<file path="src/rtl/decode_config.svh">
`ifndef DECODE_CONFIG_SVH
`define DECODE_CONFIG_SVH

// fetch buffer entries, keep a power of two
`define FETCH_DEPTH 4

// pc of the first word after reset
`define RESET_PC 32'h0000_0000

`endif

</file>
<file path="src/rtl/decode_pkg.sv">
package decode_pkg;

    // raw rv32i word, base field layout
    typedef struct packed {
        logic [6:0] funct7;
        logic [4:0] rs2;
        logic [4:0] rs1;
        logic [2:0] funct3;
        logic [4:0] rd;
        logic [6:0] opcode;
    } instruction_type;

    typedef enum logic [2:0] {
        NONE   = 3'd0,
        R_TYPE,
        I_TYPE,
        S_TYPE,
        B_TYPE,
        U_TYPE,
        J_TYPE
    } encoding_type;

    // branch compares share the alu op space
    typedef enum logic [4:0] {
        ALU_NONE = 5'd0,
        ALU_ADD,
        ALU_SUB,
        ALU_SLL,
        ALU_SLT,
        ALU_SLTU,
        ALU_XOR,
        ALU_SRL,
        ALU_SRA,
        ALU_OR,
        ALU_AND,
        ALU_LUI,
        B_BNE,
        B_BLT,
        B_BGE,
        B_LTU,
        B_GEU
    } alu_op_type;

    typedef struct packed {
        encoding_type encoding;
        alu_op_type   alu_op;
        logic         alu_src;     // second operand from imm
        logic         reg_write;
        logic         mem_read;
        logic         mem_write;
        logic         mem_to_reg;
        logic         is_branch;
    } control_type;

    // fifo payload
    typedef struct packed {
        logic [31:0]     pc;
        instruction_type instruction;
    } fetch_entry_type;

    typedef struct packed {
        logic [31:0] pc;
        logic [4:0]  rd;
        logic [4:0]  rs1;
        logic [4:0]  rs2;
        logic [2:0]  funct3;
        logic [31:0] imm;
        control_type control;
    } decoded_type;

endpackage

</file>
<file path="src/rtl/control.sv">
`timescale 1ns/1ps

module control (
    input  decode_pkg::instruction_type instruction,
    output decode_pkg::control_type     control
);

    always_comb begin
        control = '0;               // unlisted opcodes stay all zero

        case (instruction.opcode)
            // R type, add sub sll slt sltu xor srl sra or and
            7'b0110011: begin
                control.encoding  = decode_pkg::R_TYPE;
                control.reg_write = 1'b1;

                unique casez ({instruction.funct7[5], instruction.funct3})
                    4'b0_000: control.alu_op = decode_pkg::ALU_ADD;
                    4'b1_000: control.alu_op = decode_pkg::ALU_SUB;
                    4'b?_001: control.alu_op = decode_pkg::ALU_SLL;
                    4'b?_010: control.alu_op = decode_pkg::ALU_SLT;
                    4'b?_011: control.alu_op = decode_pkg::ALU_SLTU;
                    4'b?_100: control.alu_op = decode_pkg::ALU_XOR;
                    4'b0_101: control.alu_op = decode_pkg::ALU_SRL;
                    4'b1_101: control.alu_op = decode_pkg::ALU_SRA;
                    4'b?_110: control.alu_op = decode_pkg::ALU_OR;
                    4'b?_111: control.alu_op = decode_pkg::ALU_AND;
                endcase
            end

            // I type alu ops with immediate
            7'b0010011: begin
                control.encoding  = decode_pkg::I_TYPE;
                control.reg_write = 1'b1;
                control.alu_src   = 1'b1;

                unique casez ({instruction.funct7[5], instruction.funct3})
                    4'b?_000: control.alu_op = decode_pkg::ALU_ADD;   // addi, no subi
                    4'b?_001: control.alu_op = decode_pkg::ALU_SLL;
                    4'b?_010: control.alu_op = decode_pkg::ALU_SLT;
                    4'b?_011: control.alu_op = decode_pkg::ALU_SLTU;
                    4'b?_100: control.alu_op = decode_pkg::ALU_XOR;
                    4'b0_101: control.alu_op = decode_pkg::ALU_SRL;   // srli
                    4'b1_101: control.alu_op = decode_pkg::ALU_SRA;   // srai
                    4'b?_110: control.alu_op = decode_pkg::ALU_OR;
                    4'b?_111: control.alu_op = decode_pkg::ALU_AND;
                endcase
            end

            // loads, address is rs1 + imm for every width
            7'b0000011: begin
                control.encoding   = decode_pkg::I_TYPE;
                control.reg_write  = 1'b1;
                control.alu_src    = 1'b1;
                control.mem_read   = 1'b1;
                control.mem_to_reg = 1'b1;
                control.alu_op     = decode_pkg::ALU_ADD;
            end

            // jalr
            7'b1100111: begin
                control.encoding = decode_pkg::I_TYPE;
            end

            // jal
            7'b1101111: begin
                control.encoding = decode_pkg::J_TYPE;
            end

            // stores sb sh sw
            7'b0100011: begin
                control.encoding  = decode_pkg::S_TYPE;
                control.alu_src   = 1'b1;
                control.mem_write = 1'b1;
                control.alu_op    = decode_pkg::ALU_ADD;
            end

            // branches
            7'b1100011: begin
                control.encoding  = decode_pkg::B_TYPE;
                control.is_branch = 1'b1;

                unique case (instruction.funct3)
                    3'b000:  control.alu_op = decode_pkg::ALU_SUB;    // beq
                    3'b001:  control.alu_op = decode_pkg::B_BNE;
                    3'b100:  control.alu_op = decode_pkg::B_BLT;
                    3'b101:  control.alu_op = decode_pkg::B_BGE;
                    3'b110:  control.alu_op = decode_pkg::B_LTU;
                    3'b111:  control.alu_op = decode_pkg::B_GEU;
                    default: control.alu_op = decode_pkg::ALU_NONE;   // 010, 011 undefined
                endcase
            end

            // lui
            7'b0110111: begin
                control.encoding  = decode_pkg::U_TYPE;
                control.reg_write = 1'b1;
                control.alu_src   = 1'b1;
                control.alu_op    = decode_pkg::ALU_LUI;
            end

            // auipc, pc + imm
            7'b0010111: begin
                control.encoding  = decode_pkg::U_TYPE;
                control.reg_write = 1'b1;
                control.alu_op    = decode_pkg::ALU_ADD;
            end

            default: begin
                control = '0;
            end
        endcase
    end

endmodule

</file>
<file path="src/rtl/decode_stage.sv">
`timescale 1ns/1ps

module decode_stage (
    input  logic                        clk,
    input  logic                        arst_n,
    input  logic                        empty,
    input  decode_pkg::fetch_entry_type pop_data,
    input  logic                        stall,
    output logic                        pop,
    output logic                        dec_valid,
    output decode_pkg::decoded_type     dec
);

    decode_pkg::control_type ctrl;
    decode_pkg::decoded_type dec_next;
    logic [31:0]             imm;

    control i_control (
        .instruction (pop_data.instruction),
        .control     (ctrl)
    );

    imm_gen i_imm_gen (
        .instruction (pop_data.instruction),
        .encoding    (ctrl.encoding),
        .imm         (imm)
    );

    // head entry is consumed the same edge it gets registered
    assign pop = !empty && !stall;

    always_comb begin
        dec_next.pc      = pop_data.pc;
        dec_next.rd      = pop_data.instruction.rd;
        dec_next.rs1     = pop_data.instruction.rs1;
        dec_next.rs2     = pop_data.instruction.rs2;
        dec_next.funct3  = pop_data.instruction.funct3;
        dec_next.imm     = imm;
        dec_next.control = ctrl;
    end

    always_ff @(posedge clk or negedge arst_n) begin
        if (!arst_n) begin
            dec_valid <= 1'b0;
        end else begin
            dec_valid <= pop;       // one pulse per popped entry
        end
    end

    // record holds its last value between pops
    always_ff @(posedge clk) begin
        if (pop) begin
            dec <= dec_next;
        end
    end

endmodule

</file>
<file path="src/rtl/decode_top.sv">
`timescale 1ns/1ps

`include "decode_config.svh"

module decode_top (
    input  logic                        clk,
    input  logic                        arst_n,
    input  logic                        instr_valid,
    input  decode_pkg::instruction_type instr,
    input  logic                        stall,
    output logic                        fetch_full,
    output logic                        dec_valid,
    output decode_pkg::decoded_type     dec
);

    logic                        push;
    logic                        pop;
    logic                        empty;
    decode_pkg::fetch_entry_type push_data;
    decode_pkg::fetch_entry_type pop_data;

    fetch_unit i_fetch_unit (
        .clk         (clk),
        .arst_n      (arst_n),
        .instr_valid (instr_valid),
        .instr       (instr),
        .push        (push),
        .push_data   (push_data)
    );

    // almost full leaves one slot for the word still in the fetch register
    fetch_fifo #(
        .payload_t (decode_pkg::fetch_entry_type),
        .DEPTH     (`FETCH_DEPTH)
    ) i_fetch_fifo (
        .clk         (clk),
        .arst_n      (arst_n),
        .push        (push),
        .push_data   (push_data),
        .pop         (pop),
        .pop_data    (pop_data),
        .empty       (empty),
        .almost_full (fetch_full)
    );

    decode_stage i_decode_stage (
        .clk       (clk),
        .arst_n    (arst_n),
        .empty     (empty),
        .pop_data  (pop_data),
        .stall     (stall),
        .pop       (pop),
        .dec_valid (dec_valid),
        .dec       (dec)
    );

endmodule

</file>
<file path="src/rtl/fetch_fifo.sv">
`timescale 1ns/1ps

module fetch_fifo #(
    parameter type payload_t = logic [31:0],
    parameter int  DEPTH     = 4
) (
    input  logic     clk,
    input  logic     arst_n,
    input  logic     push,
    input  payload_t push_data,
    input  logic     pop,
    output payload_t pop_data,
    output logic     empty,
    output logic     almost_full
);

    localparam int PTR_W = (DEPTH > 1) ? $clog2(DEPTH) : 1;
    localparam int CNT_W = $clog2(DEPTH + 1);

    localparam logic [CNT_W-1:0] FULL_LEVEL   = CNT_W'(DEPTH);
    localparam logic [CNT_W-1:0] ALMOST_LEVEL = CNT_W'(DEPTH - 1);

    payload_t mem [DEPTH];

    logic [PTR_W-1:0] rd_ptr;
    logic [PTR_W-1:0] wr_ptr;
    logic [CNT_W-1:0] count;
    logic             do_push;
    logic             do_pop;

    assign empty       = (count == '0);
    assign almost_full = (count >= ALMOST_LEVEL);

    // drop writes into a full buffer, ignore pops from an empty one
    assign do_push = push && (count != FULL_LEVEL);
    assign do_pop  = pop && !empty;

    // show-ahead head entry
    assign pop_data = mem[rd_ptr];

    always_ff @(posedge clk) begin
        if (do_push) begin
            mem[wr_ptr] <= push_data;
        end
    end

    // pointers wrap on their own since depth is a power of two
    always_ff @(posedge clk or negedge arst_n) begin
        if (!arst_n) begin
            rd_ptr <= '0;
            wr_ptr <= '0;
            count  <= '0;
        end else begin
            if (do_push) begin
                wr_ptr <= wr_ptr + 1'b1;
            end
            if (do_pop) begin
                rd_ptr <= rd_ptr + 1'b1;
            end
            case ({do_push, do_pop})
                2'b10:   count <= count + 1'b1;
                2'b01:   count <= count - 1'b1;
                default: count <= count;       // idle or simultaneous
            endcase
        end
    end

endmodule

</file>
<file path="src/rtl/fetch_unit.sv">
`timescale 1ns/1ps

`include "decode_config.svh"

module fetch_unit (
    input  logic                        clk,
    input  logic                        arst_n,
    input  logic                        instr_valid,
    input  decode_pkg::instruction_type instr,
    output logic                        push,
    output decode_pkg::fetch_entry_type push_data
);

    logic [31:0] pc;

    // running pc, one word per strobe
    always_ff @(posedge clk or negedge arst_n) begin
        if (!arst_n) begin
            pc   <= `RESET_PC;
            push <= 1'b0;
        end else begin
            push <= instr_valid;             // one cycle after the strobe
            if (instr_valid) begin
                pc <= pc + 32'd4;
            end
        end
    end

    // entry register, payload only
    always_ff @(posedge clk) begin
        if (instr_valid) begin
            push_data.pc          <= pc;
            push_data.instruction <= instr;
        end
    end

endmodule

</file>
<file path="src/rtl/imm_gen.sv">
`timescale 1ns/1ps

module imm_gen (
    input  decode_pkg::instruction_type instruction,
    input  decode_pkg::encoding_type    encoding,
    output logic [31:0]                 imm
);

    logic [31:0] word;

    assign word = instruction;      // flat view for the bit slicing

    always_comb begin
        case (encoding)
            decode_pkg::I_TYPE: begin
                imm = {{20{word[31]}}, word[31:20]};
            end

            decode_pkg::S_TYPE: begin
                imm = {{20{word[31]}}, word[31:25], word[11:7]};
            end

            // branch offset, bit 0 always zero
            decode_pkg::B_TYPE: begin
                imm = {{19{word[31]}}, word[31], word[7], word[30:25], word[11:8], 1'b0};
            end

            decode_pkg::U_TYPE: begin
                imm = {word[31:12], 12'h000};
            end

            decode_pkg::J_TYPE: begin
                imm = {{11{word[31]}}, word[31], word[19:12], word[20], word[30:21], 1'b0};
            end

            default: begin
                imm = 32'h0000_0000;        // R type and none
            end
        endcase
    end

endmodule

</file>
<file path="config.mk">
export PLATFORM = sky130hd
export DESIGN_NAME = decode_top
export DESIGN_NICKNAME = d
export VERILOG_FILES = /design/src/rtl/decode_pkg.sv /design/src/rtl/control.sv /design/src/rtl/decode_stage.sv /design/src/rtl/decode_top.sv /design/src/rtl/fetch_fifo.sv /design/src/rtl/fetch_unit.sv /design/src/rtl/imm_gen.sv
export VERILOG_INCLUDE_DIRS = /design/src /design/src/rtl
export SDC_FILE = /design/constraint.sdc
export NUM_CORES = 1
export LEC_CHECK = 0
export BUFFER_PORTS_ARGS = -buffer_cell sky130_fd_sc_hd__buf_2
export CORE_MARGIN = 2
export CORE_UTILIZATION = 45
export DETAILED_ROUTE_END_ITERATION = 8
export PLACE_DENSITY = 0.68
export REMOVE_ABC_BUFFERS = 1
export SLEW_MARGIN = 5
export SYNTH_ARGS = -nofsm -noshare
export SYNTH_HDL_FRONTEND = slang
export SYNTH_SLANG_ARGS = --single-unit
</file>
<file path="constraint.sdc">
create_clock -name clk -period 7.5 [get_ports clk]
set_clock_uncertainty 0.1 [all_clocks]
set_input_delay 1.5 -clock clk [delete_from_list [all_inputs] [get_ports clk]]
set_output_delay 1.5 -clock clk [all_outputs]
set_load 0.01 [all_outputs]
</file>
==> impl_results.md <==
- Async set-reset flop share out of synthesis: a little under 9%
- Routed wire length: between 20 and 30 mm
- Final RePlAce weighted congestion: between 0.8 and 0.9
- Final routed DRC violation total: 0
- Overall power: roughly 7.2 mW
- Final Non-Filler Cells: about 1400
- Count of hold buffers inserted by post-cts repair: 0
- Tcrit/Tclk final: slightly below 50%
- Post-Place Cell Area: roughly 17000 um^2
- Worst-path clk slew: about 0.06 ns
- Critical-path cell list: buf_4 -> mux4_2 -> nand2b_1 -> nor3_1 -> a21o_1
- Worst VDD drop: about 0.23 mV
- Drt pass-1 iters: 5
- Status: complete, no violations
- Layout cells sized above 1: approximately 29%
- Nature of the critical path startpoint: register
- Final Hold Fails: 0
- Die width: between 150 and 200 um
- Crit path buffers/inverters: 1
- Placed instance count: between 1000 and 1500
- Fin crit period: 3.61 ns
- Die area: approximately 37000 um^2
- Syn-to-layout area delta: 15.5%
- Core Util, Final: roughly 53%
- Postcts setup bufs: 0
- CTS root buffer: clkbuf_16
- Crit. End Element: register
- CTS H-tree depth: 2
- Pwr dens: 388 nW/um^2
- CTS tree: yes
- Worst Tran Pin Value: approximately 1.0 ns
- Synthesized area: around 16000 um^2
- Top_reg_cell synth: edfxtp_1
- Tot GR Track Use: around 16%
- Vias: around 7400
- Final Cell Area: between 15000 and 20000 um^2
- Synth Instances: around 760
- Max Cap Violations: 0
- Setup violations, final: 0
- Port Buffers: around 130
- Slew margin rel.: around a third
- Initial Util: approximately 46%
- DIE HEIGHT: ~190 um
- RSZ-0062 raised after global routing: no
- Register bit total from synthesis: roughly 440
- Met1 usage: between 20% and 30%
- Clk_lat worst skew: ~0.53 ns
- M3 GR Usage: under 10%
- Core area: 35400 um^2
- Hold Crit Class: register to register
- Post-CTS sizing: 0
- I/O pins: 134
- Sequential fraction of the synthesis area: around 81%
- CP peak stage delay: about 0.76 ns
- Cell family with most CP delay: simple AND/OR/NAND/NOR gates
- Type of the worst setup path: register to register
- Critical path peak fanout: 39
- CTS buffer count: 43
- Initial drt markers: 521
- Leak Pwr: slightly below 7 nW
- Max Transition Viols Final: 0
- N_diodes: 0
- Setup tns final: 0 ns
- Mean Syn Cell Area: 21.3 um^2
- Detail Placement HPWL: approximately 17 mm
- Clock Path Buffers: 3
- # rows: 69
- Most common cell after layout, fill and taps aside: edfxtp_1
- Fillcell total: around 2800
- Number of unique standard cell types used by synthesis: between 50 and 60
- Final net count: roughly 960
- Met2 global-route usage: approximately 27%
- First-pass GRT wire length: between 40 and 50 mm
- WL/cell: around 21 um
- GRT busiest layer: met2
- Post-route ant nets: 0
- Peak Freq: 277 MHz
- Post-synth EDFFs: 403
- Ys Warns: 0
- Slowest cell on crit path: dfrtp_2
- Worst Path Arrival: between 3 and 4 ns
- CTS sink cnt: approximately 440
- Largest net degree at the start of global routing: 77
- Most frequent cells in the layout: 403 x edfxtp_1, 130 x buf_2, 61 x mux4_2
- Gr ovfl total: 0
- Initial antenna violation count: 0
- Vias in the first global route: approximately 7600
- Req. time, crit path: between 7 and 8 ns
- Vias/cell: about 5.3
==> registers in the layout, indices dropped and copies added, names as in the netlist <==
signal                    count
i_fetch_unit.pc              30
i_fetch_fifo.mem            248
i_fetch_unit.push_data       62
i_fetch_fifo.count            3
i_decode_stage.dec           93
i_fetch_fifo.wr_ptr           2
i_decode_stage.dec_valid      1
i_fetch_fifo.rd_ptr           2
i_fetch_unit.push             1
==> cell families after synthesis <==
logic type                 share of synthesized area, %
AOI/OAI and AO/OA                                  2.22
xor gates and xnor gates                           2.01
adders and majority gates                         0.590
buffers and inverters                              1.13
DFF                                                81.2
muxes                                              8.79
other                                            0.0233
and+or+nand+nor                                    4.04
==> worst reg2reg max path, delay by kind of cell, from the launching register on <==
kind	cells	cell delay (ns)
muxes	1	0.77
AOI/OAI and AO/OA	1	0.15
buffers and inverters	1	0.66
DFF	1	0.76
and+or+nand+nor	2	1.03
==> stage by stage <==
stage	setup slack [ns]	hold WS, ns
final	3.89	0.351
after global routing	3.62	0.368
after CTS	3.81	0.355
after detailed placement	3.71	0.339
after global placement	3.78	0.333
after floorplan	0.325	0.325
==> area by class of cell <==
| class | instances | area, um^2 | share of cell area (%) |
|---|---|---|---|
| clock inverters | 20 | 149 | 0.800 |
| well taps | 461 | 577 | 3.10 |
| flip-flops and latches | 442 | 13100 | 70.3 |
| clock buffers | 55 | 1170 | 6.31 |
| inverters | 11 | 41.3 | 0.222 |
| repair buffers | 137 | 703 | 3.78 |
| multi-input cells | 277 | 2880 | 15.5 |
==> routing by layer <==
| metal | wire length, um | vias up |
|---|---|---|
| li1 | - | 3314 |
| met1 | 12500 | 3798 |
| met2 | 14600 | 221 |
| met3 | 1830 | 34 |
| met4 | 414 | 0 |
| met5 | 0 | - |
==> worst paths after layout <==
kind                                         from                         end  slack (ns)  cells past startpoint
min reg2reg                   i_fetch_unit.pc[30]  i_fetch_unit.push_data[62]        0.35                      0
min in group asynchronous                  arst_n         i_fetch_unit.pc[25]        1.02                      1
max reg2reg                i_fetch_fifo.rd_ptr[1]      i_decode_stage.dec[30]        3.89                      5
min                           i_fetch_unit.pc[30]  i_fetch_unit.push_data[62]        0.35                      0
max in group asynchronous                  arst_n      i_fetch_fifo.rd_ptr[0]        5.55                      1
max                        i_fetch_fifo.rd_ptr[1]      i_decode_stage.dec[30]        3.89                      5
==> cell usage after synthesis, types with 2 or more instances <==
cell	n	area [um^2]
a21oi_1	8	40.0
buf_4	3	22.5
or2_1	4	25.0
nand2_1	28	105
and3_1	7	43.8
and4_1	4	35.0
buf_2	10	50.1
xnor2_1	20	175
a22o_1	5	43.8
buf_1	2	7.51
nor3_1	10	50.1
buf_6	2	22.5
ha_1	6	75.1
edfxtp_1	403	12100
o21ai_0	4	20.0
nor2b_1	3	18.8
mux2i_1	3	30.0
nand2b_1	5	31.3
nor2_1	18	67.6
nand3b_1	2	15.0
nand3_1	7	35.0
xor2_1	17	149
nand4_1	8	50.1
dfrtp_1	39	976
mux4_2	61	1370
inv_1	11	41.3
a21o_1	20	150
clkbuf_1	10	37.5
and2_1	12	75.1
==> report_power, final <==
group	switching [mW]	leakage, nW	total [mW]	internal (mW)
Sequential	0.271	4.34	3.63	3.36
Combinational	0.907	1.78	1.57	0.661
Clock	0.848	0.647	2.02	1.17
No activity file was read; power rests on OpenSTA's default activity.
